`src/logic/cacheGeomPkg.sv`:
```
`default_nettype none

package cacheGeomPkg;

  // address splits into tag, index, word in line and byte in word
  localparam int AddrWidth   = 32;
  localparam int TagBits     = 21;
  localparam int IndexBits   = 6;
  localparam int OffsetBits  = 5;
  localparam int Sets        = 64;
  localparam int LineWords   = 4;
  localparam int WordSelBits = 2;

  typedef logic [TagBits-1:0]   tagT;
  typedef logic [IndexBits-1:0] indexT;

  // raw bus address or decoded cache fields
  typedef union packed {
    logic [AddrWidth-1:0] raw;
    struct packed {
      tagT                               tag;
      indexT                             index;
      logic [WordSelBits-1:0]            wordSel;
      logic [OffsetBits-WordSelBits-1:0] byteSel;
    } f;
  } cacheAddr_u;

endpackage

`default_nettype wire
```
`src/logic/tagStore.sv`:
```
`timescale 1ns/1ps
`default_nettype none

module tagStore (
  input  wire                  clk,
  input  wire                  rst_n,
  input  wire                  rdEn_i,
  input  wire cacheGeomPkg::indexT rdIndex_i,
  input  wire                  we_i,
  input  wire                  way_i,
  input  wire cacheGeomPkg::indexT wrIndex_i,
  input  wire cacheGeomPkg::tagT   wrTag_i,
  output cacheGeomPkg::tagT        tag0_o,
  output cacheGeomPkg::tagT        tag1_o,
  output logic                 valid0_o,
  output logic                 valid1_o
);

  import cacheGeomPkg::*;

  tagT             tags  [2][Sets];
  logic [Sets-1:0] valid [2];

  // tag arrays with registered read data
  always_ff @(posedge clk) begin
    if (we_i) begin
      tags[way_i][wrIndex_i] <= wrTag_i;
    end
    if (rdEn_i) begin
      tag0_o <= tags[0][rdIndex_i];
      tag1_o <= tags[1][rdIndex_i];
    end
  end

  // valid bits start cleared, a tag write marks its way valid
  always_ff @(posedge clk or negedge rst_n) begin
    if (!rst_n) begin
      valid[0] <= '0;
      valid[1] <= '0;
      valid0_o <= 1'b0;
      valid1_o <= 1'b0;
    end else begin
      if (we_i) begin
        valid[way_i][wrIndex_i] <= 1'b1;
      end
      if (rdEn_i) begin
        valid0_o <= valid[0][rdIndex_i];
        valid1_o <= valid[1][rdIndex_i];
      end
    end
  end

endmodule

`default_nettype wire

```
`config.mk`:
```
export PLATFORM = sky130hd
export DESIGN_NAME = tagStore
export DESIGN_NICKNAME = d
export VERILOG_FILES = /design/src/logic/cacheGeomPkg.sv /design/src/logic/tagStore.sv
export SDC_FILE = /design/constraint.sdc
export NUM_CORES = 2
export LEC_CHECK = 0
export BUFFER_PORTS_ARGS = -buffer_cell sky130_fd_sc_hd__buf_4
export CAP_MARGIN = 20
export CORE_ASPECT_RATIO = 1.1
export CORE_MARGIN = 5
export CORE_UTILIZATION = 60
export DETAILED_ROUTE_END_ITERATION = 16
export PLACE_DENSITY_LB_ADDON = 0.25
export SLEW_MARGIN = 30
export SYNTH_ARGS = -nofsm -noshare
export SYNTH_HDL_FRONTEND = slang
export SYNTH_SLANG_ARGS = --single-unit
```
`constraint.sdc`:
```
create_clock -name clk -period 2.61 [get_ports clk]
set_input_delay 0.783 -clock clk [delete_from_list [all_inputs] [get_ports clk]]
set_output_delay 0.783 -clock clk [all_outputs]
set_load 0.02 [all_outputs]
```
Word-level counts from Yosys, hierarchy flattened. Memory sizes are Yosys's and may differ from the RTL's. Index checks and enable logic that the tools add are counted.

Reductions and logical operators: 3. Muxes and demuxes: 18. Order comparisons: 8. Bitwise operators: 4.

Operators with widths (number): 1344-bit 2-to-1 mux (1); 21-bit binary-select mux with 6-bit select (2); 128-bit bitwise OR (1); 21-bit demux with 6-bit select (1); 21-bit 2-to-1 mux (5); 64-bit demux with 1-bit select (1); 64-bit 2-to-1 mux (1); 7-bit >= comparator (second input constant) (2); 6-bit by 7-bit < comparator with 1-bit output (second input constant) (2); 6-bit NOT with 7-bit output (2); 1-bit binary-select mux with 6-bit select (2); 7-bit by 1-bit < comparator with 1-bit output (second input constant) (1); 1-bit demux with 6-bit select (1); 6-bit by 1-bit >= comparator with 1-bit output (second input constant) (1); 1-bit 2-to-1 mux (4); 1-bit logical AND (3); 2-bit >= comparator (second input constant) (1); 2-bit by 1-bit < comparator with 1-bit output (second input constant) (1); 1-bit NOT with 2-bit output (1).

Input port bits: 38. Memories: 1. Bits in writable memories: 2688. Bits in registers: 172. Output and inout port bits: 44. Word-level logic and storage cells: 40.

Memories: tags (depth 2, width 1344, rd ports 2, clocked after Yosys merged registers in 0, wr ports 1, RTL line tagStore.sv:21) `tagT tags [2][Sets];`.

Longest topological paths before layout.
Word-level depth: 7. Mapped depth: 11. Depth with buffers taken out: 5.

Worst setup path after synthesis. No wires, ideal clock.

Path kind: input-to-reg. Start: in we_i. End: mem tags[0][1323] (netlist name), enable pin. Arrival: 2.989 ns. Library setup time: 0.427 ns. Setup slack: -0.806 ns. Path buffers: 0. Stages on the path: 4. Data required time: 2.183 ns. Cells stage by stage: nor2b_1 -> nand2_1 -> or3_1 -> nor3_1.

Longest elaborated chain between the ends: 2.

Ends and longest elaborated chain: start: declaration (RTL line tagStore.sv:9) `input wire we_i,`; 1-bit 2-to-1 mux (RTL line tagStore.sv:26) `if (we_i) begin`; 1344-bit 2-to-1 mux (implied by the code) (RTL line tagStore.sv:27) `tags[way_i][wrIndex_i] <= wrTag_i;`; end: declaration (RTL line tagStore.sv:21).

Every way passes these cells.

Worst setup path after layout.
Start: in rdIndex_i[0]. End: reg tag0_o[0], data pin.

Longest elaborated chain between the ends: 4.

Ends and longest elaborated chain: start: declaration (RTL line tagStore.sv:8) `input wire cacheGeomPkg::indexT rdIndex_i,`; 6-bit NOT with 7-bit output (implied by the code) (RTL line tagStore.sv:30) `tag0_o <= tags[0][rdIndex_i];`; 21-bit binary-select mux with 6-bit select (RTL line tagStore.sv:30); 21-bit 2-to-1 mux (implied by the code) (2 in series) (RTL line tagStore.sv:30); end signal: assignment (RTL line tagStore.sv:30); end: declaration (RTL line tagStore.sv:13) `output cacheGeomPkg::tagT tag0_o,`.

Every way passes these cells. The select of a mux whose other input is x is not followed. A chain may end at the register's enable or synchronous reset.

==> summary.txt <==
GRT
  – Initial antenna violation count: 17
  – GR Overflow Total: 0
  – Vias in the first global route: 55800
  – First-pass GRT wire length: 415000 µm
  – Global-route usage over all layers: between 30% and 40%
  – Largest net degree at the start of global routing: 129

Floorplanning
  – Core area: 0.180 mm²
  – Row count: roughly 160
  – I/O Pins: 82
  – Initial Utilization: 60.4%
  – Height of the chip: ~460 µm
  – Die area: between 0.15 and 0.2 mm²
  – Chip width: 415 µm

Final layout
  – Commonest non-fill, non-tap cell in the layout: edfxtp_1
  – Fillers: ~9700
  – Fin nets: around 5200
  – Multi-input gate area: 0.0227 mm²
  – Layout Area Growth over Synthesis: 17.7%
  – FF+latch area: 0.0852 mm²
  – Ratio of cells with drive above 1 in the final layout: 39.8%
  – Most frequent cells in the layout: edfxtp_1, mux4_2, buf_4, clkbuf_16, buf_12

Timing
  – Slew HR: 38.2%
  – Endpoints failing setup: 2
  – RSZ-0062 raised after global routing: true
  – Clk_skew: roughly 0.058 ns
  – Final worst slack: -0.00766 ns
  – Max Freq: 382 MHz
  – Worst Tran Pin Value: 0.927 ns
  – Final hold viol count: 0
  – Final Max Slew Viols: 0
  – Crit share post-route: 100%
  – Fin crit period: 2.62 ns

Setup path
  – Slowest stage cell, crit path: mux4_2
  – CP Launch Type: primary input
  – Crit path DAT: 3.28 ns
  – CP peak stage delay: 0.53 ns
  – CP max FO: 22
  – R2R setup slack: 0.08 ns
  – Crit path cell chain: buf_8 -> buf_16 -> buf_12 -> buf_12 -> mux4_2 -> mux4_2 -> a22oi_1 -> buf_4 -> nand2_1
  – Worst Setup End Kind: flip-flop
  – WP data required: about 3.3 ns
  – Kind of critical path: primary input to flip-flop

Logic synthesis
  – Synth unique cells: 38
  – Seq/Total Area, Yosys: roughly 80%
  – Post-Syn Nets: 4532
  – Syn_area_per_cell: roughly 24 µm²
  – YS warnings: 0
  – Syn Std Cell Area: 0.109 mm²
  – Post-synthesis register bit count: 2860
  – Cells after Synth: about 4500

Routing
  – Final WL: a little under 300000 µm
  – Wire per inst: 37.5 µm
  – Drt initial violations: 7820
  – ANT nets after route: 0
  – First-pass DRT Iterations: 5
  – Via count: about 54000
  – Via density: between 6 and 7
  – DRC viols: 0

Pwr
  – Power share of the clock group: 40.9%
  – Comb pwr share: ~6.0%
  – Leak Pwr: 41.6 nW
  – Sw Pwr: 20.2 mW
  – Sequential Power Share: 53.1%
  – Power Dens Cells: 753 mW/mm²
  – Total power: 96.2 mW
  – Int Power: 76.0 mW
  – VDD IR max: 0.757 mV
  – Switching share of power: 21.0%

CTS
  – # clock sinks: 2860
  – Skew-Pair Late Insertion Delay: 0.93 ns
  – CTS Root Cell: clkbuf_16
  – CTS tree: done
  – H-Tree Depth: 5
  – Clk pin slew, worst setup/hold paths: 0.06 ns
  – Clock buffer depth: 4
  – TritonCTS Buffers: approximately 290

Placement
  – Dpl ws: -1.21 ns
  – Port Buffers: 81
  – Dpl hpwl: 164000 µm
  – Placer Congestion: approximately 0.83

Flow run
  – Max_cap viols: 0

Outcome
  – Failing checks: setup timing
  – Status: complete, but fails checks

Hold path
  – Hold/Removal Path Class: primary input to flip-flop
state kept, by name (all words and copies together), names as in the netlist:
| signal | cells |
|---|---|
| valid0_o | 1 |
| tag1_o | 21 |
| tag0_o | 21 |
| tags | 2688 |
| valid | 128 |
| valid1_o | 1 |
final cells by class:
class / instances / share of cell area, %
antenna: 10 / 0.0196
clock buffer: 371 / 6.15
clock inverter: 115 / 0.744
multi-input combinational: 1399 / 17.7
sequential: 2860 / 66.7
tap: 2392 / 2.34
timing repair buffer: 642 / 6.26
synth_stat cells:
cell type / n / area share [%]
buf_6: 6 / 0.062
nand3_1: 20 / 0.092
and2_0: 1 / 0.0058
dfrtp_1: 130 / 3.0
or2_2: 128 / 0.74
nand3b_1: 2 / 0.014
and2_1: 3 / 0.017
o22ai_1: 1 / 0.0058
o221ai_1: 3 / 0.024
nor3_1: 2 / 0.0092
and3b_1: 1 / 0.0081
mux2_2: 1 / 0.010
mux2i_1: 16 / 0.15
o2bb2ai_1: 2 / 0.016
o31ai_1: 1 / 0.0069
or3_1: 1 / 0.0058
a22oi_1: 103 / 0.71
a22o_1: 17 / 0.14
a21oi_1: 7 / 0.032
nor2b_1: 18 / 0.10
mux4_2: 838 / 17
nand4b_1: 1 / 0.0081
and3_1: 1 / 0.0058
a32o_1: 2 / 0.018
buf_1: 42 / 0.15
clkbuf_1: 68 / 0.24
buf_2: 107 / 0.49
nand4_1: 3 / 0.017
a31oi_1: 1 / 0.0058
buf_4: 12 / 0.083
o211ai_1: 2 / 0.014
o21ai_0: 1 / 0.0046
edfxtp_1: 2730 / 76
nand2b_1: 7 / 0.040
nand2_1: 58 / 0.20
nor2_1: 136 / 0.47
a221oi_1: 20 / 0.16
o2111ai_1: 2 / 0.016
logic make-up (layout without fill, tap and decap cells):
kind of cell / count (synthesis) / after routing / share of synthesized area, %
DFF: 2860 / 2860 / 78.5
muxes: 855 / 855 / 17.5
and+or+nand+nor: 382 / 382 / 1.74
buffers and inverters: 235 / 1128 / 1.02
AOI/OAI and AO/OA: 162 / 162 / 1.16
other: 0 / 10 / 0
worst max-delay path, delay by kind of cell:
kind | cells | cell delay [ns]
buffers and inverters | 5 | 0.96
AOI/OAI and AO/OA | 1 | 0.34
and+or+nand+nor | 1 | 0.08
muxes | 2 | 1.06
per-stage QoR:
| stage | setup TNS, ns | hold WS, ns | std cells | utilization [%] | area, µm² |
|---|---|---|---|---|---|
| finish | -0.0123 | 0.222 | 7789 | 71.1 | 128000 |
| floorplan | -521.78 | 0.434 | 4494 | - | 110000 |
| detailed placement | -35.36 | 0.447 | 7289 | 66.1 | 119000 |
| global route | -0.0178 | 0.213 | 7786 | 71.1 | 128000 |
| CTS | -0.159 | 0.183 | 7776 | 71.0 | 128000 |
| global placement | -36.02 | 0.445 | 7285 | 66.1 | 119000 |
power groups by stage:
stage | Sequential [mW] | Clock [mW] | Combinational, mW
floorplan | 52.0 | 0 | 2.86
detailed placement | 52.0 | 0 | 5.63
CTS | 51.1 | 39.7 | 5.74
global placement | 52.0 | 0 | 5.49
global route | 51.1 | 41.8 | 6.00
finish | 51.1 | 39.3 | 5.73
final timing paths:
path,start,to,cells after the start
setup reg to reg,tags[0][917],tag0_o[14],4
hold / removal,wrTag_i[7],tags[0][322],1
setup / recovery,rdIndex_i[0],tag0_o[0],9
max in group asynchronous,rst_n,valid[118],3
min in group asynchronous,rst_n,valid[70],2
hold reg to reg,valid[49],valid[49],1
timing repair:
item / CTS / global route
endpoints found under the setup margin: 18 / 4
pin swaps: 1 / 1
gates cloned: 0 / 0
resized for setup: 19 / 3
hold buffers: 1 / 0
buffers inserted: 0 / 3
endpoints found under the hold margin: 55 / 0
routing by layer:
metal  wire length [µm]  share of wire [%]  global-route usage, %  up-vias
li1                   -                  -                      -    20700
met1              99200                 34                   41.0    28700
met2             148000                 51                   51.4     3992
met3              28600                9.8                   5.77      709
met4              15900                5.4                   14.6        8
met5                 50              0.017                      0        -
Power figures use the tool's default switching activity.
