<file path="src/logic/cacheBusPkg.sv">
`default_nettype none

package cacheBusPkg;

  localparam int DataWidth = 64;
  localparam int MaskWidth = 8;

  // wishbone beats per line refill, byte stride between beats
  localparam int RefillBeats = 4;
  localparam int BeatBytes   = 8;

  typedef logic [DataWidth-1:0]             wordT;
  typedef logic [MaskWidth-1:0]             maskT;
  typedef logic [RefillBeats*DataWidth-1:0] lineT;

  localparam maskT FullMask = '1;

  typedef enum logic {
    opRead  = 1'b0,
    opWrite = 1'b1
  } opT;

endpackage

`default_nettype wire

</file>
<file path="src/logic/cacheGeomPkg.sv">
`default_nettype none

package cacheGeomPkg;

  // address splits into tag, index, word in line and byte in word
  localparam int AddrWidth   = 32;
  localparam int TagBits     = 21;
  localparam int IndexBits   = 6;
  localparam int OffsetBits  = 5;
  localparam int Sets        = 64;
  localparam int LineWords   = 4;
  localparam int WordSelBits = 2;

  typedef logic [TagBits-1:0]   tagT;
  typedef logic [IndexBits-1:0] indexT;

  // raw bus address or decoded cache fields
  typedef union packed {
    logic [AddrWidth-1:0] raw;
    struct packed {
      tagT                               tag;
      indexT                             index;
      logic [WordSelBits-1:0]            wordSel;
      logic [OffsetBits-WordSelBits-1:0] byteSel;
    } f;
  } cacheAddr_u;

endpackage

`default_nettype wire
</file>
<file path="src/logic/cacheCtrl.sv">
`timescale 1ns/1ps
`default_nettype none

module cacheCtrl (
  input  wire                                  clk,
  input  wire                                  rst_n,
  // pipeline request and response
  input  wire                                  valid_i,
  input  wire cacheBusPkg::opT                 op_i,
  input  wire [cacheGeomPkg::AddrWidth-1:0]    addr_i,
  input  wire cacheBusPkg::wordT               wrData_i,
  input  wire cacheBusPkg::maskT               wrMask_i,
  output logic                                 addrOk_o,
  output logic                                 dataOk_o,
  output cacheBusPkg::wordT                    rdData_o,
  // store read port
  output logic                                 rdEn_o,
  output cacheGeomPkg::indexT                  rdIndex_o,
  input  wire cacheGeomPkg::tagT               tag0_i,
  input  wire cacheGeomPkg::tagT               tag1_i,
  input  wire                                  valid0_i,
  input  wire                                  valid1_i,
  output logic                                 tagWe_o,
  output logic                                 tagWay_o,
  output cacheGeomPkg::indexT                  tagIndex_o,
  output cacheGeomPkg::tagT                    tagData_o,
  input  wire cacheBusPkg::lineT               line0_i,
  input  wire cacheBusPkg::lineT               line1_i,
  output logic                                 lineWe_o,
  output logic                                 lineWay_o,
  output cacheGeomPkg::indexT                  lineIndex_o,
  output logic [cacheGeomPkg::WordSelBits-1:0] lineWord_o,
  output cacheBusPkg::wordT                    lineData_o,
  output cacheBusPkg::maskT                    lineMask_o,
  // memory port
  output logic                                 refillStart_o,
  output logic                                 writeStart_o,
  output logic [cacheGeomPkg::AddrWidth-1:0]   memAddr_o,
  output cacheBusPkg::wordT                    memData_o,
  output cacheBusPkg::maskT                    memMask_o,
  input  wire                                  refillWordValid_i,
  input  wire [cacheGeomPkg::WordSelBits-1:0]  refillWord_i,
  input  wire cacheBusPkg::wordT               refillData_i,
  input  wire                                  memDone_i
);

  import cacheGeomPkg::*;
  import cacheBusPkg::*;

  localparam logic [2:0] StIdle     = 3'd0;
  localparam logic [2:0] StLookup   = 3'd1;
  localparam logic [2:0] StRefill   = 3'd2;
  localparam logic [2:0] StInstall  = 3'd3;
  localparam logic [2:0] StReplay   = 3'd4;
  localparam logic [2:0] StMemWrite = 3'd5;

  logic [2:0]      state;
  logic [2:0]      nextState;
  cacheAddr_u      inAddr;
  cacheAddr_u      reqAddr;
  opT              reqOp;
  wordT            reqData;
  maskT            reqMask;
  logic [Sets-1:0] lru;
  logic            victim;
  logic            pickWay;
  logic            hit0;
  logic            hit1;
  logic            hit;
  logic            accept;
  logic            inLookup;
  logic            inRefill;

  assign inAddr.raw = addr_i;
  assign inLookup   = state == StLookup;
  assign inRefill   = state == StRefill;

  // hit check against the lookup registered by the stores
  assign hit0 = valid0_i && (tag0_i == reqAddr.f.tag);
  assign hit1 = valid1_i && (tag1_i == reqAddr.f.tag);
  assign hit  = hit0 || hit1;

  // invalid way first, otherwise the set's LRU way
  assign pickWay = !valid0_i ? 1'b0 : (!valid1_i ? 1'b1 : lru[reqAddr.f.index]);

  // a read hit answers and can take the next request in the same cycle
  assign addrOk_o = (state == StIdle) || (inLookup && reqOp == opRead && hit);
  assign accept   = valid_i && addrOk_o;
  assign dataOk_o = (inLookup && reqOp == opRead && hit) ||
                    (state == StMemWrite && memDone_i);
  assign rdData_o = hit1 ? line1_i[reqAddr.f.wordSel*DataWidth +: DataWidth]
                         : line0_i[reqAddr.f.wordSel*DataWidth +: DataWidth];

  // replay re-reads the latched index after install
  assign rdEn_o    = accept || (state == StReplay);
  assign rdIndex_o = (state == StReplay) ? reqAddr.f.index : inAddr.f.index;

  assign tagWe_o    = state == StInstall;
  assign tagWay_o   = victim;
  assign tagIndex_o = reqAddr.f.index;
  assign tagData_o  = reqAddr.f.tag;

  // refill words stream in, write hits merge under the mask
  assign lineWe_o    = (inRefill && refillWordValid_i) || (inLookup && reqOp == opWrite && hit);
  assign lineWay_o   = inRefill ? victim : hit1;
  assign lineIndex_o = reqAddr.f.index;
  assign lineWord_o  = inRefill ? refillWord_i : reqAddr.f.wordSel;
  assign lineData_o  = inRefill ? refillData_i : reqData;
  assign lineMask_o  = inRefill ? FullMask : reqMask;

  assign refillStart_o = inLookup && reqOp == opRead && !hit;
  assign writeStart_o  = inLookup && reqOp == opWrite;
  assign memAddr_o     = reqAddr.raw;
  assign memData_o     = reqData;
  assign memMask_o     = reqMask;

  always_comb begin
    nextState = state;
    case (state)
      StIdle: begin
        if (accept) begin
          nextState = StLookup;
        end
      end
      StLookup: begin
        if (reqOp == opWrite) begin
          nextState = StMemWrite;
        end else if (!hit) begin
          nextState = StRefill;
        end else if (!accept) begin
          nextState = StIdle;
        end
      end
      StRefill: begin
        if (memDone_i) begin
          nextState = StInstall;
        end
      end
      StInstall: nextState = StReplay;
      StReplay:  nextState = StLookup;
      StMemWrite: begin
        if (memDone_i) begin
          nextState = StIdle;
        end
      end
      default: nextState = StIdle;
    endcase
  end

  // lru bit names the way to evict next
  always_ff @(posedge clk or negedge rst_n) begin
    if (!rst_n) begin
      state <= StIdle;
      lru   <= '0;
    end else begin
      state <= nextState;
      if (inLookup && hit) begin
        lru[reqAddr.f.index] <= hit0;
      end else if (state == StInstall) begin
        lru[reqAddr.f.index] <= ~victim;
      end
    end
  end

  always_ff @(posedge clk) begin
    if (accept) begin
      reqAddr.raw <= addr_i;
      reqOp       <= op_i;
      reqData     <= wrData_i;
      reqMask     <= wrMask_i;
    end
    if (refillStart_o) begin
      victim <= pickWay;
    end
  end

endmodule

`default_nettype wire

</file>
<file path="config.mk">
export PLATFORM = sky130hd
export DESIGN_NAME = cacheCtrl
export DESIGN_NICKNAME = d
export VERILOG_FILES = /design/src/logic/cacheBusPkg.sv /design/src/logic/cacheGeomPkg.sv /design/src/logic/cacheCtrl.sv
export SDC_FILE = /design/constraint.sdc
export NUM_CORES = 1
export LEC_CHECK = 0
export ABC_AREA = 1
export BUFFER_PORTS_ARGS = -buffer_cell sky130_fd_sc_hd__buf_2
export CAP_MARGIN = 5
export CELL_PAD_IN_SITES_DETAIL_PLACEMENT = 1
export CELL_PAD_IN_SITES_GLOBAL_PLACEMENT = 1
export CORE_AREA = 2 2 396 398
export CTS_BUF_LIST = sky130_fd_sc_hd__clkbuf_8
export DETAILED_ROUTE_END_ITERATION = 8
export DIE_AREA = 0 0 398 400
export HOLD_SLACK_MARGIN = 0.12
export PLACE_DENSITY = 0.39
export SLEW_MARGIN = 20
export SYNTH_ARGS = -nofsm -noshare
export SYNTH_HDL_FRONTEND = slang
export SYNTH_SLANG_ARGS = --single-unit
</file>
<file path="constraint.sdc">
create_clock -name clk -period 8.2 [get_ports clk]
set_input_delay 1.64 -clock clk [delete_from_list [all_inputs] [get_ports clk]]
set_output_delay 1.64 -clock clk [all_outputs]
set_load 0.1 [all_outputs]
</file>
# Word-level counts from Yosys, hierarchy flattened
# Cells that the tools add are included.
[classes]
bitwise_logic = 2
n_lt_le_gt_ge = 2
n_eq_ne = 11
n_shift = 2
muxes = 22
reduce_logical = 21
[ops]
columns = ["op", "n"]
rows = [
  ["$shiftx A256 B9 Y64", 2],
  ["$mux W64", 4],
  ["$bwmux W64", 2],
  ["$eq A21 B21 Y1", 2],
  ["$mux W3", 6],
  ["$pmux W3 S6", 1],
  ["$logic_and A1 B1 Y1", 12],
  ["$mux W8", 1],
  ["$lt A6 B7 Y1 const B", 1],
  ["$bmux W1 S6", 1],
  ["$demux W1 S6", 1],
  ["$eq A3 B2 Y1 const B", 2],
  ["$eq A3 B3 Y1 const B", 2],
  ["$ge A6 B1 Y1 const B", 1],
  ["$mux W6", 1],
  ["$ne A2 B2 Y1 const B", 3],
  ["$logic_or A1 B1 Y1", 5],
  ["$mux W1", 4],
  ["$ne A4 B4 Y1 const B", 1],
  ["$reduce_and A4 Y1", 1],
  ["$eq A3 B1 Y1 const B", 1],
  ["$logic_not A3 Y1", 1],
  ["$mux W2", 1],
  ["$not A1 Y1", 2],
  ["2 further kinds", 2],
]
[word_totals]
output_inout_bits = 290
reg_bits = 173

# Depth between registers and ports, before layout
# Gate-level depths: netlist of run 1.
[logic_depth]
depth_word = 10
depth_mapped = 16

# Least setup slack after synthesis of run 1
# Ideal clock, no wire load.
[synth_timing]
path_type = "input to output"
startpoint = "input tag1_i[11]"
endpoint = "output lineWay_o"
cell_stages = 11
arrival_ns = 4.665
path_buffers = 3
slack_ns = 1.895
cell_sequence = "inv_1 > nand2_1 > nand2_1 > nor2_1 > nand2_1 > nor2_1 > nand3_1 > buf_6 > buf_6 > buf_2 > o21ai_0"
[synth_via]
elab_chain_cells = 3
[synth_lines]
columns = ["item", "line_no", "text"]
rows = [
  ["start, declared", "cacheCtrl.sv:20", "input wire cacheGeomPkg::tagT tag1_i,"],
  ["$eq A21 B21 Y1", "cacheCtrl.sv:80", "assign hit1 = valid1_i && (tag1_i == reqAddr.f.tag);"],
  ["$logic_and A1 B1 Y1", "cacheCtrl.sv:80", ""],
  ["$mux W1", "cacheCtrl.sv:105", "assign lineWay_o = inRefill ? victim : hit1;"],
  ["end, declared", "cacheCtrl.sv:30", "output logic lineWay_o,"],
]
# Every way passes these cells.

# Worst setup path after layout of run 1
[layout_timing]
startpoint = "input tag1_i[20]"
endpoint = "output lineWay_o"
# The elaborated chain is that of the path after synthesis.

==> flow_metrics.py, run 1 <==
metrics = {
    "detailed_routing": {
        "vias": 21020,
        "wl_met2_um": 60210,
        "wl_met1_um": 47420,
        "routedWlPerCell_um": 20.50,
        "drtIter0Drc": 1015,
        "topRoutingLayerUsed": "met5",
        "viasPerCell": 3.658,
        "dr_wl_met3_um": 7938,
        "route.antenna.remaining_nets": 0,
        "wl_um": 117800,
        "drc_errors": 0,
        "dr.pass1.iters": 5,
    },
    "place": {
        "dp.cells": 5691,
        "numPortBuffers": 1021,
        "dp.final_hpwl_um": 96180,
        "place_congestion": 0.8578,
        "pre_cts_ws_ns": 1.147,
    },
    "timing": {
        "skew_ns": 0.04065,
        "min_period_ns": 6.825,
        "final.setup.tns_ns": 0,
        "post-route-period-util_pct": 83.23,
        "maxSlewViolCount": 0,
        "relSlewSlack_pct": 23.65,
        "whs_ns": 0.4887,
        "worst_slew_pin_slew_ns": 1.133,
        "fmax_ghz": 0.1465,
        "setup-violations-final": 0,
        "hold_viol": 0,
        "rsz0062_at_grt": "no",
        "worst_slack_ns": 1.375,
    },
    "clocking": {
        "clk_pin_slew_worst_paths_ns": 0.10,
        "cts_tree": "built",
        "cts.sinks": 173,
        "cts_buffer_depth": 2,
        "post_cts_buffers": 0,
        "cts-root-buf": "clkbuf_8",
        "ctsHtreeMaxLevel": 4,
        "cts_buffers": 17,
        "ctsHoldBuffers": 0,
        "cts_resized": 0,
        "clkLatencyLatePin_ns": 0.58,
    },
    "status": {
        "outcome": "completed",
    },
    "synth": {
        "synthDistinctLibCells": 28,
        "ys_ff_latch": 173,
        "yosysWarnings": 0,
        "syn_area_mm2": 0.01597,
        "netlist_instances": 2764,
        "synth_nets": 3496,
        "yosysSeqAreaShare_pct": 30.44,
        "postSynthAreaPerCell_um2": 5.777,
    },
    "critical_path": {
        "critPathKind": "in -> out",
        "critPathRequiredTime_ns": 6.56,
        "r2r_slack_ns": 4.47,
        "startpoint": "tag1_i[20]",
        "endpoint": "lineWay_o",
        "regToRegEndpoint": "lru[29]$_DFFE_PN0P_",
        "worst_setup_path_end_kind": "output port",
        "cp_max_fo": 74,
        "startpoint_type": "input port",
        "worstRegToRegCells": 13,
        "r2r-start": "memAddr_o[31]$_DFFE_PP_",
        "cp.arrival_ns": 5.18,
    },
    "global_route": {
        "gr-total-overflow": 0,
        "grtUsageTotal_pct": 14.13,
        "grt_pass1_vias": 21450,
        "grt_max_degree": 132,
        "grt_pass1_wl_um": 160400,
        "antenna_found_initial": 67,
    },
    "layout": {
        "area_delta_synth_final_pct": 46.57,
        "num-fill-cells": 19570,
        "multiInputGateArea_mm2": 0.008483,
        "nets": 4384,
        "layout_common_cells": "1,093 x nand2_1, 1,020 x buf_2, 402 x inv_1",
        "drive_gt1_share_pct": 30.56,
        "mostFrequentLayoutCell": "nand2_1",
        "finalNonFillerCells": 5746,
        "regArea_mm2": 0.004860,
    },
    "floorplan": {
        "core_mm2": 0.1551,
        "die_width_um": 398,
        "rows": 145,
        "die-area_mm2": 0.1592,
        "ios": 1022,
        "start_util_pct": 10.29,
        "dieHeight_um": 400,
    },
    "hold_path": {
        "min_path_cells": 2,
        "hp-class": "reg -> reg",
    },
    "power_and_ir_drop": {
        "fin_total_pwr_mw": 6.267,
        "cellLeakagePower_nw": 12.93,
        "vdd_drop_max_v": 0.0002481,
        "p_per_area_mw_per_mm2": 267.8,
    },
    "flow_run": {
        "drv_cap": 0,
    },
}
-- cell type report --
class,count,area share (%)
Antenna cell,23,0.2459
Inverter,432,6.945
Timing Repair Buffer,1050,23.04
Clock inverter,15,0.7485
Tap cell,2058,11.00
Multi-Input combinational cell,1978,36.25
Sequential cell,173,20.77
Clock buffer,17,0.9998
-- cells in the mapped netlist, drive strengths merged --
library cell	count	area [um2]
nand2	1098	4141
inv	419	1573
nor2	274	1028
a21oi	224	1121
o21ai	209	1046
buf	107	759.5
edfxtp	106	3183
clkbuf	74	279.0
dfrtp	67	1677
o211ai	64	480.5
nand3	63	335.3
nand4	15	93.84
clkinv	13	48.80
nor3	13	75.07
or2	9	56.30
a22oi	7	52.55
a21boi	1	7.510
a22o	1	8.760
-- sequential cells by signal, summed over array words and instances (netlist names) --
signal and cells:
memMask_o 8, reqOp 1, lru 64, memData_o 64, tagWay_o 1, state 3
memAddr_o 32
-- worst min path at each step --
stage	slack (ns)	from	end
6_report	0.49	lru[30]$_DFFE_PN0P_	lru[30]$_DFFE_PN0P_
2_1_floorplan	0.45	lru[6]$_DFFE_PN0P_	lru[6]$_DFFE_PN0P_
5_1_grt	0.52	lru[33]$_DFFE_PN0P_	lru[33]$_DFFE_PN0P_
4_1_cts	0.50	lru[30]$_DFFE_PN0P_	lru[30]$_DFFE_PN0P_
3_5_place_dp	0.47	lru[58]$_DFFE_PN0P_	lru[58]$_DFFE_PN0P_
3_3_place_gp	0.47	lru[8]$_DFFE_PN0P_	lru[8]$_DFFE_PN0P_
-- routing by layer --
metal	global-route usage, %	vias to the layer above
li1	-	10350
met1	16.47	9787
met2	25.80	748
met3	3.523	113
met4	3.125	20
met5	0	-
-- report_power, final --
part / internal [mW] / total [mW] / switching, mW
Clock: 0.282 / 0.704 / 0.423
Combinational: 0.646 / 4.33 / 3.69
Sequential: 1.10 / 1.23 / 0.127
Total: 2.03 / 6.27 / 4.24
-- cells by family after synthesis --
logic type | Yosys count | synth area share, %
flip-flops | 173 | 30.44
AO/OA/AOI/OAI | 506 | 17.01
buffers and inverters | 613 | 16.66
AND/OR/NAND/NOR | 1472 | 35.89
-- metrics by stage --
| step | cell area, um2 | util (%) |
|---|---|---|
| detailed placement | 22930 | 14.78 |
| global route | 23370 | 15.07 |
| floorplan | 15970 | - |
| CTS | 23340 | 15.04 |
| global placement | 22930 | 14.78 |
| finish | 23400 | 15.09 |
-- worst max-delay path: stages --
cell	delay, ns
buf_2	0.09
inv_1	0.03
nand2_1	0.04
nand2_1	0.33
nor2_1	0.21
nand2_1	0.06
nor2_1	0.17
nand3_4	0.53
buf_12	0.46
o21ai_0	0.92
buf_2	0.60
Power figures use the tool's default switching activity.
==> run 2, diff against run 1 <==
- CORE_AREA: 2 2 396 398 -> 2 2 397 399
- DIE_AREA: 0 0 398 400 -> 0 0 399 401
- PLACE_DENSITY: 0.39 -> 0.4
- clock period: 8.2 -> 5.7 ns (I/O delays scaled with it)
==> flow_metrics.py, run 2 (synthesis gave the netlist of run 1 again) <==
metrics = {
    "clocking": {
        "cts_buffers": 17,
        "post_cts_buffers": 0,
        "ctsHtreeMaxLevel": 4,
        "cts-root-buf": "clkbuf_8",
        "clk_pin_slew_worst_paths_ns": 0.12,
        "clkLatencyLatePin_ns": 0.59,
        "cts.sinks": 173,
        "ctsHoldBuffers": 0,
        "cts_resized": 0,
        "cts_buffer_depth": 2,
        "cts_tree": "built",
    },
    "critical_path": {
        "cp.arrival_ns": 4.14,
        "cp.depth": 14,
        "slowest_delay_ns": 0.62,
        "cp_max_fo": 61,
        "cp_cell_sequence": "inv_1 > nand2_1 > nand2_1 > nor2_1 > nand2_1 > nor2_1 > nand3_4 > buf_12 > a21oi_1 > o21ai_1 > nand2_1 > nand2_1 > nand2_1 > buf_2",
        "worst-path-buf-inv": 3,
        "regToRegEndpoint": "lru[51]$_DFFE_PN0P_",
        "cp_top_family": "simple AND/OR/NAND/NOR gates",
        "worstRegToRegCells": 16,
        "startpoint_type": "flop",
        "startpoint": "memAddr_o[15]$_DFFE_PP_",
        "slowest_stage": "edfxtp_1",
        "endpoint": "rdData_o[29]",
        "r2r_slack_ns": 2.04,
        "worst_path_most_repeated_cell": "nand2_1",
        "critPathRequiredTime_ns": 4.56,
        "r2r-start": "memAddr_o[15]$_DFFE_PP_",
        "worst_setup_path_end_kind": "output port",
        "critPathKind": "reg -> out",
    },
    "detailed_routing": {
        "topRoutingLayerUsed": "met5",
        "wl_met1_um": 47100,
        "wl_met2_um": 62930,
        "vias": 21120,
        "dr.pass1.iters": 5,
        "routedWlPerCell_um": 20.56,
        "drc_errors": 0,
        "route.antenna.remaining_nets": 0,
        "dr_wl_met3_um": 6820,
        "wl_um": 118300,
        "viasPerCell": 3.670,
        "drtIter0Drc": 1092,
    },
    "power_and_ir_drop": {
        "p_per_area_mw_per_mm2": 382.4,
        "internal_power_mw": 3.021,
        "fin_total_pwr_mw": 9.200,
        "combPwrFrac_pct": 70.0,
        "switching_share_pct": 67.17,
        "power.switching_mw": 6.179,
        "cellLeakagePower_nw": 13.20,
        "vdd_drop_max_v": 0.0002964,
        "clkPwrFrac_pct": 10.6,
        "sequentialPowerShare_pct": 19.4,
    },
    "layout": {
        "num-fill-cells": 19640,
        "drive_gt1_share_pct": 30.94,
        "multiInputGateArea_mm2": 0.008481,
        "finalNonFillerCells": 5755,
        "layout_common_cells": "1,094 x nand2_1, 991 x buf_2, 400 x inv_1",
        "area_delta_synth_final_pct": 50.69,
        "nets": 4404,
        "regArea_mm2": 0.004860,
        "mostFrequentLayoutCell": "nand2_1",
    },
    "timing": {
        "whs_ns": 0.4864,
        "fmax_ghz": 0.1895,
        "setup-violations-final": 0,
        "post-route-period-util_pct": 92.58,
        "worst_slew_pin_slew_ns": 0.9912,
        "final.setup.tns_ns": 0,
        "hold_viol": 0,
        "maxSlewViolCount": 0,
        "skew_ns": 0.03168,
        "rsz0062_at_grt": "no",
        "relSlewSlack_pct": 33.92,
        "min_period_ns": 5.277,
    },
    "place": {
        "place_congestion": 0.8753,
        "dp.final_hpwl_um": 97690,
        "dp.cells": 5711,
        "numPortBuffers": 1021,
    },
    "global_route": {
        "grt_pass1_vias": 21690,
        "grt_pass1_wl_um": 162200,
        "grt_max_degree": 138,
        "antenna_found_initial": 57,
        "gr-total-overflow": 0,
        "grtUsageTotal_pct": 14.13,
    },
    "status": {
        "outcome": "completed",
    },
    "floorplan": {
        "core_mm2": 0.1557,
        "rows": 145,
        "die_width_um": 399,
        "die-area_mm2": 0.1600,
        "dieHeight_um": 401,
        "start_util_pct": 10.26,
        "ios": 1022,
    },
    "flow_run": {
        "drv_cap": 0,
    },
    "hold_path": {
        "hp-class": "in -> async",
    },
}
run 2: cell types whose count changed in the layout (fill, tap and decap cells not counted), sizes merged:
cell | previous run | this run
clkinvlp | 1 | 0
bufinv | 2 | 0
diode | 23 | 12
buf | 1050 | 1070
inv | 429 | 427
clkinv | 15 | 20
run 2: through the flow:
step | area, um2 | worst slack (ns) | util, %
2_1_floorplan | 15970 | 0.3674 | -
4_1_cts | 24020 | 0.3053 | 15.43
6_report | 24060 | 0.4227 | 15.46
5_1_grt | 24050 | 0.1638 | 15.45
3_3_place_gp | 23620 | 0.3498 | 15.18
3_5_place_dp | 23620 | 0.4137 | 15.18
run 2: final cells by class:
cell class,instances,area share [%]
multi-input cells,1978,35.25
repair buffers,1070,25.31
flip-flops and latches,173,20.20
well taps,2058,10.70
inverters,432,6.755
clock buffers,17,0.9724
clock inverters,15,0.6864
diodes,12,0.1248
run 2: how the worst min path moves through the flow:
| stage | slack (ns) | depth (start not counted) | start | to |
|---|---|---|---|---|
| finish | 0.49 | 1 | rst_n | lru[55]$_DFFE_PN0P_ |
| global route | 0.47 | 1 | rst_n | lru[55]$_DFFE_PN0P_ |
| CTS | 0.44 | 1 | rst_n | lru[54]$_DFFE_PN0P_ |
| detailed placement | 0.47 | 2 | lru[23]$_DFFE_PN0P_ | lru[23]$_DFFE_PN0P_ |
| global placement | 0.47 | 2 | lru[62]$_DFFE_PN0P_ | lru[62]$_DFFE_PN0P_ |
| floorplan | 0.45 | 2 | lru[6]$_DFFE_PN0P_ | lru[6]$_DFFE_PN0P_ |
run 2: power by group through the flow:
stage / registers [mW] / clock network (mW) / logic [mW]
floorplan: 2.67 / 0 / 3.93
global placement: 1.82 / 0 / 6.54
detailed placement: 1.81 / 0 / 6.53
CTS: 1.79 / 1.04 / 6.54
global route: 1.82 / 1.07 / 6.76
finish: 1.78 / 0.976 / 6.44
run 2: routing by layer:
metal  vias to the layer above  global-route usage, %
met5                         -                      0
met4                        22                  1.998
met3                       105                  2.990
met2                       687                  27.18
met1                      9928                  16.02
li1                      10380                      -
