<file path="src/logic/cacheBusPkg.sv">
`default_nettype none

package cacheBusPkg;

  localparam int DataWidth = 64;
  localparam int MaskWidth = 8;

  // wishbone beats per line refill, byte stride between beats
  localparam int RefillBeats = 4;
  localparam int BeatBytes   = 8;

  typedef logic [DataWidth-1:0]             wordT;
  typedef logic [MaskWidth-1:0]             maskT;
  typedef logic [RefillBeats*DataWidth-1:0] lineT;

  localparam maskT FullMask = '1;

  typedef enum logic {
    opRead  = 1'b0,
    opWrite = 1'b1
  } opT;

endpackage

`default_nettype wire

</file>
<file path="src/logic/cacheGeomPkg.sv">
`default_nettype none

package cacheGeomPkg;

  // address splits into tag, index, word in line and byte in word
  localparam int AddrWidth   = 32;
  localparam int TagBits     = 21;
  localparam int IndexBits   = 6;
  localparam int OffsetBits  = 5;
  localparam int Sets        = 64;
  localparam int LineWords   = 4;
  localparam int WordSelBits = 2;

  typedef logic [TagBits-1:0]   tagT;
  typedef logic [IndexBits-1:0] indexT;

  // raw bus address or decoded cache fields
  typedef union packed {
    logic [AddrWidth-1:0] raw;
    struct packed {
      tagT                               tag;
      indexT                             index;
      logic [WordSelBits-1:0]            wordSel;
      logic [OffsetBits-WordSelBits-1:0] byteSel;
    } f;
  } cacheAddr_u;

endpackage

`default_nettype wire
</file>
<file path="src/logic/wbMemPort.sv">
`timescale 1ns/1ps
`default_nettype none

module wbMemPort (
  input  wire                                 clk,
  input  wire                                 rst_n,
  input  wire                                 refillStart_i,
  input  wire                                 writeStart_i,
  input  wire [cacheGeomPkg::AddrWidth-1:0]   addr_i,
  input  wire cacheBusPkg::wordT              data_i,
  input  wire cacheBusPkg::maskT              mask_i,
  output logic                                wbCyc_o,
  output logic                                wbStb_o,
  output logic                                wbWe_o,
  output logic [cacheGeomPkg::AddrWidth-1:0]  wbAdr_o,
  output cacheBusPkg::wordT                   wbDat_o,
  output cacheBusPkg::maskT                   wbSel_o,
  input  wire cacheBusPkg::wordT              wbDat_i,
  input  wire                                 wbAck_i,
  output logic                                wordValid_o,
  output logic [cacheGeomPkg::WordSelBits-1:0] word_o,
  output cacheBusPkg::wordT                   wordData_o,
  output logic                                done_o
);

  import cacheGeomPkg::*;
  import cacheBusPkg::*;

  cacheAddr_u             busAdr;
  logic [WordSelBits-1:0] beat;
  logic                   launch;
  logic                   beatDone;
  logic                   lastBeat;

  assign launch   = !wbCyc_o && (refillStart_i || writeStart_i);
  assign beatDone = wbCyc_o && wbAck_i;
  // a write is a single beat, a refill ends on its fourth ack
  assign lastBeat = wbWe_o || (beat == WordSelBits'(RefillBeats - 1));
  assign wbAdr_o  = busAdr.raw;

  always_ff @(posedge clk or negedge rst_n) begin
    if (!rst_n) begin
      wbCyc_o     <= 1'b0;
      wbStb_o     <= 1'b0;
      wbWe_o      <= 1'b0;
      beat        <= '0;
      wordValid_o <= 1'b0;
      done_o      <= 1'b0;
    end else begin
      wordValid_o <= beatDone && !wbWe_o;
      done_o      <= beatDone && lastBeat;
      if (launch) begin
        wbCyc_o <= 1'b1;
        wbStb_o <= 1'b1;
        wbWe_o  <= writeStart_i;
        beat    <= '0;
      end else if (beatDone) begin
        beat <= beat + 1'b1;
        if (lastBeat) begin
          wbCyc_o <= 1'b0;
          wbStb_o <= 1'b0;
        end
      end
    end
  end

  // refills start at the line base with the offset cleared
  always_ff @(posedge clk) begin
    if (launch) begin
      busAdr.raw <= refillStart_i ? {addr_i[AddrWidth-1:OffsetBits], OffsetBits'(0)} : addr_i;
      wbDat_o    <= data_i;
      wbSel_o    <= refillStart_i ? FullMask : mask_i;
    end else if (beatDone && !wbWe_o) begin
      busAdr.raw <= busAdr.raw + AddrWidth'(BeatBytes);
    end
    if (beatDone) begin
      word_o     <= beat;
      wordData_o <= wbDat_i;
    end
  end

endmodule

`default_nettype wire

</file>
<file path="config.mk">
export PLATFORM = sky130hd
export DESIGN_NAME = wbMemPort
export DESIGN_NICKNAME = d
export VERILOG_FILES = /design/src/logic/cacheBusPkg.sv /design/src/logic/cacheGeomPkg.sv /design/src/logic/wbMemPort.sv
export SDC_FILE = /design/constraint.sdc
export NUM_CORES = 1
export LEC_CHECK = 0
export BUFFER_PORTS_ARGS = -buffer_cell sky130_fd_sc_hd__buf_2
export CAP_MARGIN = 20
export CORE_AREA = 2 2 136 138
export CTS_BUF_LIST = sky130_fd_sc_hd__clkbuf_16
export DETAILED_ROUTE_END_ITERATION = 10
export DIE_AREA = 0 0 138 140
export PLACE_DENSITY = 0.66
export REMOVE_ABC_BUFFERS = 1
export SLEW_MARGIN = 20
export SYNTH_ARGS = -nofsm -noshare
export SYNTH_HDL_FRONTEND = slang
export SYNTH_SLANG_ARGS = --single-unit
</file>
<file path="constraint.sdc">
create_clock -name clk -period 7.7 [get_ports clk]
set_clock_uncertainty 0.2 [all_clocks]
set_input_delay 1.54 -clock clk [delete_from_list [all_inputs] [get_ports clk]]
set_output_delay 1.54 -clock clk [all_outputs]
set_load 0.1 [all_outputs]
</file>
After elaboration in Yosys (flattened, before gate mapping)
Index checks and enable logic that the tools add are counted.
{"block": "op_classes", "add_sub_neg": 2, "mul": 0, "div": 0, "order_cmp": 0, "eq_ne": 1, "shift": 0, "mux": 8, "bitwise": 0, "n_reduce_logical": 12}
{"op": "32-bit 2-to-1 mux", "count": 2}
{"op": "32-bit by 4-bit adder with 32-bit output, second input constant", "count": 1}
{"op": "2-bit nonzero test", "count": 3}
{"op": "5-bit 2-to-1 mux", "count": 1}
{"op": "1-bit logical AND", "count": 4}
{"op": "2-bit 2-to-1 mux", "count": 2}
{"op": "1-bit 2-to-1 mux", "count": 3}
{"op": "2-bit by 1-bit adder with 2-bit output, second input constant", "count": 1}
{"op": "2-bit == test, second input constant", "count": 1}
{"op": "1-bit logical NOT", "count": 2}
{"op": "1-bit logical OR", "count": 2}
{"op": "2-bit AND reduction", "count": 1}
{"block": "totals", "ff_bits": 176, "latch_bits": 0, "mem_bits_rw": 0, "rom_bits": 0, "inputBits": 173, "out_inout_bits": 175, "wordCells": 33, "memories": 0}

Depth between registers and ports, before layout
Gate-level depths: netlist of the first run.
{"block": "logic_depth", "word_depth": 5, "mapped_depth": 6, "ltp_nobuf": 5}

Least setup slack after synthesis of the first run
No wires, ideal clock.
{"block": "synth_timing", "path_kind": "input to register", "from": "input refillStart_i", "to": "register busAdr (netlist bit wbAdr_o[3]) (data pin)", "setup_time_ns": 0.374, "t_arrival_ns": 4.274, "t_required_ns": 7.126, "slack_ns": 2.852, "stages": 4, "n_path_buf": 1, "cell_sequence": "o21ai_1 > inv_1 > clkbuf_1 > o21ai_0"}
{"block": "synth_via", "elab_chain_len": 3, "elab_cells_between_ends": 4, "cone_classes": "2 x mux; 2 x reduce/logical"}
{"element": "start, declared", "line": "wbMemPort.sv:7", "rtl": "input wire refillStart_i,"}
{"element": "1-bit logical OR", "line": "wbMemPort.sv:35", "rtl": "assign launch = !wbCyc_o && (refillStart_i || writeStart_i);"}
{"element": "1-bit logical AND", "line": "wbMemPort.sv:35"}
{"element": "named net launch", "line": "wbMemPort.sv:31", "rtl": "logic launch;"}
{"element": "32-bit 2-to-1 mux", "line": "wbMemPort.sv:69", "rtl": "if (launch) begin"}
{"element": "end, declared", "line": "wbMemPort.sv:29", "rtl": "cacheAddr_u busAdr;"}
The timed path passes the listed nets, and every way through them passes these cells.
A chain may end at the register's enable or synchronous reset.

Final worst setup path of the first run
{"block": "layout_timing", "from": "input refillStart_i", "to": "register busAdr (netlist bit wbAdr_o[3]) (data pin)"}
{"block": "layout_via", "elab_chain_len": 3, "elab_cells_between_ends": 4, "cone_classes": "2 x mux; 2 x reduce/logical"}
{"element": "1-bit logical OR", "line": "wbMemPort.sv:35"}
{"element": "1-bit logical AND", "line": "wbMemPort.sv:35"}
{"element": "32-bit 2-to-1 mux *", "line": "wbMemPort.sv:69"}
Mark *: on every way between the ends. The rest lies on a longest branch, timed or not.

==> results of run 1 <==
layer usage:
layer  GRT usage  vias up  routed length, um
li1            -     2155                  -
met1      0.2096     2124               6719
met2      0.2762      209               8439
met3     0.05436       23               1161
met4     0.06391        0                319
met5           0        -                  0
metrics by stage:
stage / hold slack, ps / utilization / instance area (um2) / std cells
final: 292.5 / 0.5032 / 8947 / 969
after global placement: 277.0 / 0.4705 / 8366 / 936
after detailed placement: 277.7 / 0.4705 / 8366 / 936
after global routing: 309.8 / 0.5032 / 8947 / 969
after floorplan: 250.2 / - / 6304 / 356
after CTS: 293.6 / 0.5031 / 8945 / 968
cell families after synthesis:
kind of cell               after synthesis  share of synthesized area
DFF                                    176                     0.8277
xor gates and xnor gates                11                    0.01518
adders and majority gates                2                   0.003941
AOI/OAI and AO/OA                       51                    0.04671
buffers and inverters                   15                    0.01064
and+or+nand+nor                        110                    0.09579
state kept, by name, summed over array words and instances, names as in the netlist:
name and count:
beat 2, done_o 1, wbAdr_o 32, wbDat_o 64
wbSel_o 8, wbStb_o 1, wbWe_o 1, wordData_o 64
wordValid_o 1, word_o 2
worst max path at each step:
stage / to / slack, ps
after floorplan: wbAdr_o[10]$_DFFE_PP_ / 2330
after global placement: wbAdr_o[3]$_DFFE_PP_ / 3890
after detailed placement: wbAdr_o[3]$_DFFE_PP_ / 3840
after CTS: wbAdr_o[3]$_DFFE_PP_ / 4290
after global routing: wbAdr_o[3]$_DFFE_PP_ / 4070
final: wbAdr_o[3]$_DFFE_PP_ / 4320
cells in the mapped netlist:
| cell type | n |
|---|---|
| nor4_1 | 2 |
| dfrtp_1 | 6 |
| o21ai_1 | 1 |
| and3_1 | 1 |
| ha_1 | 2 |
| or3_2 | 4 |
| inv_1 | 6 |
| nand3_4 | 1 |
| nand2b_1 | 1 |
| or2_2 | 8 |
| and4_1 | 4 |
| or4b_2 | 1 |
| or3_1 | 4 |
| nor2b_1 | 1 |
| or4_1 | 8 |
| a31oi_1 | 17 |
| and4_2 | 1 |
| o21ai_0 | 25 |
| xor2_1 | 5 |
| nand4_1 | 9 |
| or4_4 | 1 |
| buf_4 | 1 |
| o31ai_1 | 8 |
| xnor2_1 | 6 |
| nand3_2 | 1 |
| nand2_1 | 27 |
| buf_6 | 1 |
| nor3_1 | 1 |
| and2_1 | 3 |
| nand3_1 | 10 |
| nor2_1 | 21 |
| clkbuf_1 | 7 |
| edfxtp_1 | 170 |
| and3_2 | 1 |
worst max-delay path, cell delays in order:
cell	delay, ps
buf_2	160
o21ai_2	140
buf_4	360
clkinv_2	460
buf_4	530
o21ai_0	240
area by class of cell:
class | count | area [um2] | area share
sequential | 176 | 5255 | 0.5873
timing repair buffer | 351 | 1767 | 0.1975
multi-input combinational | 174 | 1033 | 0.1155
clock buffer | 17 | 425.4 | 0.04755
tap | 229 | 286.5 | 0.03202
clock inverter | 15 | 153.9 | 0.01720
inverter | 6 | 23.77 | 0.002657
antenna | 1 | 2.502 | 0.0002797
==> results.py, run 1 <==
metrics = {
    "run_status": {
        "status": "completed",
    },
    "clock_tree": {
        "postCtsSetupRepairBufs": 0,
        "cts_tree": "yes",
        "cts_resized": 0,
        "cts_buffer_depth": 2,
        "cts_buffers": 17,
        "clock_sinks": 176,
        "worstSkewPairLatency_ps": 420,
        "htreeDepth": 4,
        "cts_root_buffer": "clkbuf_16",
        "hold_buffers": 0,
        "clk_pin_slew_ps": 70,
    },
    "grt": {
        "gr-usage-all-layers": 0.1684,
        "grt_pass1_vias": 4369,
        "antenna_found_initial": 1,
        "grt_pass1_wl_um": 24890,
        "grt_max_degree": 68,
        "grt_overflow": 0,
    },
    "setup_path": {
        "critPathKind": "input pin to register",
        "cp_data_arrival_time_ps": 3450,
        "startpoint": "refillStart_i",
        "cp-start-kind": "input pin",
        "worst-r2r-setup-slack_ps": 5090,
        "rr_startpoint": "wbStb_o$_DFFE_PN0P_",
        "r2r-end": "wbAdr_o[3]$_DFFE_PP_",
        "crit_fanout": 64,
        "end_kind": "register",
        "required_ps": 7760,
        "ff2ff_path_depth": 6,
    },
    "floorplan": {
        "initial_core_util": 0.3571,
        "core_mm2": 0.01778,
        "fp.dieW_um": 138,
        "die_h_um": 140,
        "die_area_mm2": 0.01932,
        "io_pins": 348,
        "rows": 49,
    },
    "hold_path": {
        "min_to": "word_o[1]$_DFFE_PP_",
        "min_path_cells": 0,
        "hold_path_class": "register to register",
        "hold_start": "beat[1]$_DFFE_PN0P_",
    },
    "detailed_routing": {
        "dr.pass1.iters": 6,
        "wire_per_inst_um": 17.17,
        "wl_um": 16640,
        "drtIter0Drc": 209,
        "viasPerCell": 4.655,
        "final_antenna_net_count": 0,
        "drc": 0,
        "vias": 4511,
    },
    "job": {
        "drv_cap": 0,
    },
    "sta": {
        "finalSetupViolations": 0,
        "fin_ws_ps": 4317,
        "grt_setup_unrepaired": "no",
        "relSlewSlack": 0.4172,
        "tns_ps": 0,
        "maxSlewViolCount": 0,
        "finalHoldViolCount": 0,
        "worstMarginPinSlew_ps": 874.2,
        "fmax_ghz": 0.2956,
        "min_period_over_period": 0.4394,
        "post-route-min-period_ps": 3384,
    },
    "layout": {
        "final_common_cell": "buf_2",
        "fill_cells": 1578,
        "area_growth_pct": 40.93,
        "layout.nets": 901,
        "mostFrequentLayoutCells": "347 x buf_2, 170 x edfxtp_1, 27 x nand2_1",
        "drive_gt1_frac": 0.5453,
    },
    "logic_synthesis": {
        "synth_seq_cells": 176,
        "synth.distinct_cells": 34,
        "avgSynthCellArea_um2": 17.39,
        "syn_inst": 365,
        "synth_top_area_frac": 0.8041,
        "yosys_warnings": 0,
        "synth_seq_area_share": 0.8277,
        "synth_top_area_cell": "edfxtp_1",
        "ys_top_cells_by_area": "edfxtp_1 80%, dfrtp_1 2.4%, o21ai_0 2.0%",
        "synth_area_mm2": 0.006349,
    },
    "placed_design": {
        "place.port_buffers": 347,
        "dp_hpwl_um": 12580,
        "dpl_worst_slack_ps": 3838,
        "gp_congestion": 0.7492,
    },
}
Power of run 1 is left out: the tool's default activity adds up to more than one toggle a clock period on the data nets, which glitch-free logic cannot reach.
==> run 2, diff against run 1 <==
--- a/config.mk
+++ b/config.mk
@@ -7,11 +7,11 @@
 export LEC_CHECK = 0
 export BUFFER_PORTS_ARGS = -buffer_cell sky130_fd_sc_hd__buf_2
 export CAP_MARGIN = 20
-export CORE_AREA = 2 2 136 138
+export CORE_AREA = 2 2 135 137
 export CTS_BUF_LIST = sky130_fd_sc_hd__clkbuf_16
 export DETAILED_ROUTE_END_ITERATION = 10
-export DIE_AREA = 0 0 138 140
-export PLACE_DENSITY = 0.66
+export DIE_AREA = 0 0 137 139
+export PLACE_DENSITY = 0.67
 export REMOVE_ABC_BUFFERS = 1
 export SLEW_MARGIN = 20
 export SYNTH_ARGS = -nofsm -noshare
==> constraint.sdc (replaced) <==
create_clock -name clk -period 3.3 [get_ports clk]
set_clock_uncertainty 0.2 [all_clocks]
set_input_delay 0.66 -clock clk [delete_from_list [all_inputs] [get_ports clk]]
set_output_delay 0.66 -clock clk [all_outputs]
set_load 0.1 [all_outputs]
==> run 2 against run 1 <==
- register-to-register slack got worse by 4200 ps
- critical endpoint is now wbAdr_o[27]$_DFFE_PP_
- count of clock-buffer cells in the layout stayed put
- global-route usage increased by 0.21 points
- first-iteration DRC count grew 34%
- worst hold slack worse by 83 ps
- cell area grew 0.50%
- flip-flop and latch count stayed put
- non-clock buffer count increased by 2
- worst setup slack lost 3400 ps
==> results.py, run 2 (synthesized netlist as in run 1, its figures left out) <==
metrics = {
    "setup_path": {
        "cp_data_arrival_time_ps": 2470,
        "cp_slowest_cell": "or4_1",
        "startpoint": "wbAdr_o[3]$_DFFE_PP_",
        "path_cells": "ha_1, and4_1, nand4_1, or4_1, a31oi_1",
        "rr_startpoint": "wbAdr_o[3]$_DFFE_PP_",
        "cpLargestDelayFamily": "simple AND/OR/NAND/NOR gates",
        "cp-start-kind": "register",
        "crit_fanout": 9,
        "required_ps": 3370,
        "worst-path-buf-inv": 0,
        "end_kind": "register",
        "critPathKind": "register to register",
        "max_stage_delay_ps": 560,
    },
    "clock_tree": {
        "clk_pin_slew_ps": 70,
        "cts_root_buffer": "clkbuf_16",
        "cts_buffers": 17,
        "cts_buffer_depth": 2,
        "worstSkewPairLatency_ps": 420,
        "cts_tree": "yes",
        "clock_sinks": 176,
        "htreeDepth": 4,
    },
    "sta": {
        "finalHoldViolCount": 0,
        "post-route-min-period_ps": 2396,
        "maxSlewViolCount": 0,
        "worstMarginPinSlew_ps": 677.8,
        "fmax_ghz": 0.4173,
        "whs_ps": 209.1,
        "relSlewSlack": 0.5481,
        "tns_ps": 0,
        "min_period_over_period": 0.7262,
        "grt_setup_unrepaired": "no",
        "finalSetupViolations": 0,
    },
    "job": {
        "drv_cap": 0,
    },
    "placed_design": {
        "gp_congestion": 0.8122,
        "place_inst": 937,
        "dpl_cell_area_mm2": 0.008411,
        "place.port_buffers": 347,
        "dp_hpwl_um": 12740,
    },
    "detailed_routing": {
        "drc": 0,
        "wire_per_inst_um": 17.30,
        "met1_length_um": 6559,
        "wl_met2_um": 8350,
        "dr.max_layer_used": "met4",
        "drtIter0Drc": 281,
        "wl_um": 16800,
        "vias": 4500,
        "viasPerCell": 4.634,
        "met3_length_um": 1538,
        "dr.pass1.iters": 4,
        "final_antenna_net_count": 0,
    },
    "layout": {
        "mostFrequentLayoutCells": "347 x buf_2, 170 x edfxtp_1, 27 x nand2_1",
        "layout.nets": 903,
        "final_cells": 971,
        "final_common_cell": "buf_2",
        "area_growth_pct": 41.64,
        "fin_area_mm2": 0.008992,
        "drive_gt1_frac": 0.5452,
    },
    "hold_path": {
        "hold_start": "wbDat_i[55]",
        "hold_path_class": "input pin to register",
    },
    "run_status": {
        "status": "completed",
    },
    "floorplan": {
        "die_h_um": 139,
        "initial_core_util": 0.3596,
        "rows": 49,
        "die_area_mm2": 0.01904,
        "io_pins": 348,
        "fp.dieW_um": 137,
        "core_mm2": 0.01766,
    },
    "grt": {
        "grt_max_degree": 68,
        "grt_overflow": 0,
        "gr-usage-all-layers": 0.1705,
        "grt_pass1_vias": 4350,
        "grt_pass1_wl_um": 24410,
        "antenna_found_initial": 1,
    },
}
==> run 2: changes by cell type in the layout (fill, tap and decap cells not counted), sizes merged <==
cell | before | now
inv | 12 | 15
dlygate4sd3 | 0 | 1
clkinv | 8 | 6
bufinv | 1 | 0
buf | 351 | 352
==> run 2: worst register-to-register path, stage by stage (launching register included) <==
cell	delay, ps
edfxtp_1	440
ha_1	240
and4_1	320
nand4_1	320
or4_1	560
a31oi_1	180
==> run 2: through the flow <==
stage / setup WS [ps] / util
floorplan: -1973 / -
global placement: 828.6 / 0.4763
detailed placement: 785.1 / 0.4763
CTS: 891.4 / 0.5091
global route: 703.4 / 0.5093
finish: 903.5 / 0.5093
==> run 2: metal layers <==
layer  up-vias  global-route usage
met4         0             0.05860
met2       196              0.2773
met5         -                   0
li1       2161                   -
met1      2116              0.2094
met3        27             0.06177
==> run 2: final timing paths <==
path | cells after the start | slack (ps) | to
min reg2reg | 0 | 310 | word_o[1]$_DFFE_PP_
min in group asynchronous | 2 | 460 | wbStb_o$_DFFE_PN0P_
max in group asynchronous | 2 | 2300 | done_o$_DFF_PN0_
min | 1 | 210 | wordData_o[55]$_DFFE_PP_
max reg2reg | 5 | 900 | wbAdr_o[27]$_DFFE_PP_
max | 5 | 900 | wbAdr_o[27]$_DFFE_PP_
==> run 2: what timing repair did <==
item / in CTS / in global routing
hold endpoints to repair: 6 / 0
setup buffers: 0 / 0
hold buffers: 1 / 0
resized for setup: 0 / 0
==> run 2: final cells by class <==
type | count | area [um2]
Fill cell | 1544 | 8665
Sequential cell | 176 | 5255
Timing Repair Buffer | 353 | 1822
Multi-Input combinational cell | 174 | 1033
Clock buffer | 17 | 425.4
Tap cell | 229 | 286.5
Clock inverter | 15 | 143.9
Inverter | 6 | 23.77
Antenna cell | 1 | 2.502
Power of run 2 is left out for the same reason.
==> run 3, diff against run 2 <==
--- a/config.mk
+++ b/config.mk
@@ -5,13 +5,14 @@
 export SDC_FILE = /design/constraint.sdc
 export NUM_CORES = 1
 export LEC_CHECK = 0
+export ABC_AREA = 1
 export BUFFER_PORTS_ARGS = -buffer_cell sky130_fd_sc_hd__buf_2
 export CAP_MARGIN = 20
-export CORE_AREA = 2 2 135 137
+export CORE_AREA = 2 2 134 136
 export CTS_BUF_LIST = sky130_fd_sc_hd__clkbuf_16
 export DETAILED_ROUTE_END_ITERATION = 10
-export DIE_AREA = 0 0 137 139
-export PLACE_DENSITY = 0.67
+export DIE_AREA = 0 0 136 138
+export PLACE_DENSITY = 0.72
 export REMOVE_ABC_BUFFERS = 1
 export SLEW_MARGIN = 20
 export SYNTH_ARGS = -nofsm -noshare
==> constraint.sdc (replaced) <==
create_clock -name clk -period 1.95 [get_ports clk]
set_clock_uncertainty 0.2 [all_clocks]
set_input_delay 0.39 -clock clk [delete_from_list [all_inputs] [get_ports clk]]
set_output_delay 0.39 -clock clk [all_outputs]
set_load 0.1 [all_outputs]
==> run 3 against run 2 <==
- flip-flop and latch count did not move
- cell area rose by 19%
- sequential share of layout area fell by 9.2 points
- die area fell by 1.4%
- first-iteration DRC count rose by 26%
- worst setup slack got worse by 870 ps
- synthesized area rose by 3.8%
- critical path depth fell by 4
- utilization rose by 9.9 points
- cell count rose by 24%
==> results.py, run 3 <==
metrics = {
    "layout": {
        "layout.nets": 1136,
        "fin_area_mm2": 0.01066,
        "drive_gt1_frac": 0.4374,
        "mostFrequentLayoutCells": "329 x buf_2, 170 x edfxtp_1, 129 x dlygate4sd3_1",
        "utilization": 0.6081,
        "antenna_cells": 0,
        "final_common_cell": "buf_2",
        "area_growth_pct": 61.83,
    },
    "power_and_ir_drop": {
        "p_leak_nw": 4.632,
        "peakVddDrop_uv": 1552,
        "power.density_mw_per_mm2": 1806,
    },
    "grt": {
        "grt_overflow": 0,
        "antenna_found_initial": 0,
        "grt_pass1_vias": 5654,
        "grt_max_degree": 51,
        "gr-usage-all-layers": 0.2245,
        "grt_pass1_wl_um": 31340,
    },
    "hold_path": {
        "hold_start": "mask_i[0]",
        "hold_path_class": "input pin to register",
        "min_path_cells": 2,
        "min_to": "wbSel_o[0]$_SDFFCE_PP1P_",
    },
    "sta": {
        "grt_setup_unrepaired": "no",
        "post-route-min-period_ps": 1914,
        "min_period_over_period": 0.9814,
        "maxSlewViolCount": 0,
        "worstMarginPinSlew_ps": 548.5,
        "tns_ps": 0,
        "whs_ps": 28.50,
        "relSlewSlack": 0.6368,
        "finalSetupViolations": 0,
        "finalHoldViolCount": 0,
        "fmax_ghz": 0.5226,
    },
    "floorplan": {
        "die_h_um": 138,
        "io_pins": 348,
        "core_mm2": 0.01753,
        "rows": 49,
        "initial_core_util": 0.3758,
        "die_area_mm2": 0.01877,
        "fp.dieW_um": 136,
    },
    "logic_synthesis": {
        "synth_compound_area_frac": 0.01861,
        "yosys_warnings": 0,
        "synthXorXnorAreaFrac": 0.005317,
        "synth_flop_cell": "edfxtp_1",
        "ys_top_cells_by_count": "170 x edfxtp_1, 118 x nand2_1, 33 x nand3_1, 31 x nor2_1, 27 x inv_1",
        "synth_most_common_cell": "edfxtp_1",
        "synth_top_area_cell": "edfxtp_1",
        "synth_area_mm2": 0.006589,
        "synth_top_area_frac": 0.7748,
        "synth-edff-count": 170,
        "avgSynthCellArea_um2": 14.29,
        "syn_inst": 461,
        "synth.distinct_cells": 27,
        "synth_seq_area_share": 0.7976,
        "muxShareOfSynthArea": 0,
        "synth_top_family_by_area": "simple AND/OR/NAND/NOR gates",
        "ys_top_cells_by_area": "edfxtp_1 77%, nand2_1 6.7%, nand3_1 2.5%",
        "synth-adder-area-share": 0.003798,
        "synthArstFlopShare": 0.03409,
        "synth_seq_cells": 176,
        "synth-simple-area-share": 0.1512,
    },
    "detailed_routing": {
        "dr.max_layer_used": "met4",
        "vias": 5496,
        "drtIter0Drc": 355,
        "final_antenna_net_count": 0,
        "met1_length_um": 7943,
        "dr.pass1.iters": 4,
        "wl_met2_um": 11100,
        "viasPerCell": 4.569,
        "wl_um": 21580,
        "drc": 0,
        "met3_length_um": 1729,
        "wire_per_inst_um": 17.94,
    },
    "setup_path": {
        "cp_data_arrival_time_ps": 1320,
        "max_stage_delay_ps": 480,
        "rr_startpoint": "wbAdr_o[3]$_DFFE_PP_",
        "r2r-end": "wbAdr_o[21]$_DFFE_PP_",
        "required_ps": 1360,
        "cp-start-kind": "register",
        "crit_fanout": 4,
        "ff2ff_path_depth": 8,
        "end_kind": "primary output",
        "worst-path-buf-inv": 1,
        "cpLargestDelayFamily": "buffers and inverters",
        "path_cells": "buf_2",
        "cp_slowest_cell": "buf_2",
        "worst-r2r-setup-slack_ps": 110,
        "critPathKind": "register to primary output",
    },
    "clock_tree": {
        "clk_pin_slew_ps": 70,
        "htreeDepth": 4,
        "clock_sinks": 176,
        "cts_root_buffer": "clkbuf_16",
        "cts_buffers": 17,
        "cts_buffer_depth": 2,
        "cts_tree": "yes",
        "worstSkewPairLatency_ps": 420,
    },
    "placed_design": {
        "place.port_buffers": 347,
        "dp_hpwl_um": 14610,
        "dpl_cell_area_mm2": 0.008740,
        "gp_congestion": 0.8491,
    },
    "job": {
        "drv_cap": 0,
    },
    "run_status": {
        "status": "completed",
    },
}
run 3: changes by cell type after synthesis, sizes merged, moves of 9 or more:
cell	change
inv	+24
nand2	+98
or4	-9
nor2	+25
nand4	-9
a31oi	-16
nand3	+21
o21ai	-9
run 3: kinds of logic (layout without fill, tap and decap cells):
logic type | count (synthesis) | after routing
AO/OA/AOI/OAI | 23 | 23
XOR/XNOR | 4 | 4
adder cells (fa/ha/maj) | 2 | 2
buffers and inverters | 37 | 550
flip-flops | 176 | 176
AND/OR/NAND/NOR | 219 | 219
run 3: cell type report:
| type | count | area (um2) |
|---|---|---|
| fill | 1405 | 6872 |
| inverter | 30 | 115.1 |
| sequential | 176 | 5255 |
| clock buffer | 17 | 425.4 |
| multi-input combinational | 248 | 1194 |
| timing repair buffer | 488 | 3238 |
| tap | 229 | 286.5 |
| clock inverter | 15 | 148.9 |
run 3: metal layers:
metal  vias to the layer above  global-route usage
met4                         0             0.09978
li1                       2607                   -
met3                        42             0.06271
met2                       256              0.3957
met5                         -                   0
met1                      2591              0.2507
run 3: timing repair:
action / CTS / global route
endpoints found under the setup margin: 8 / 11
hold buffers: 129 / 0
hold endpoints to repair: 134 / 0
resized for setup: 8 / 11
pin swaps: 0 / 3
buffers inserted: 0 / 1
run 3: worst max-delay path by stage:
stage,startpoint,to,slack (ps),cells after the start
after floorplan,wbStb_o$_DFFE_PN0P_,wbAdr_o[10]$_DFFE_PP_,-2830,3
after CTS,wbAdr_o[10]$_DFFE_PP_,wbAdr_o[10],4,1
after detailed placement,wbAdr_o[3]$_DFFE_PP_,wbAdr_o[27]$_DFFE_PP_,90,8
after global placement,wbAdr_o[3]$_DFFE_PP_,wbAdr_o[15]$_DFFE_PP_,190,8
final,wbStb_o$_DFFE_PN0P_,wbCyc_o,40,1
after global routing,wbAdr_o[3]$_DFFE_PP_,wbAdr_o[19]$_DFFE_PP_,1,8
run 3: stage by stage:
step | std cells | setup WS, ps | power (mW)
after CTS | 1202 | 4.150 | 19.26
after global routing | 1203 | 1.301 | 19.94
after global placement | 1041 | 189.4 | 15.59
final | 1203 | 36.36 | 19.25
after detailed placement | 1041 | 88.77 | 15.70
after floorplan | 454 | -2829 | 13.84
run 3: where the power goes:
part / internal [mW] / switching, mW
Sequential: 5.47 / 0.650
Clock: 1.70 / 1.59
Combinational: 1.61 / 8.23
No activity file was read; power rests on OpenSTA's default activity.
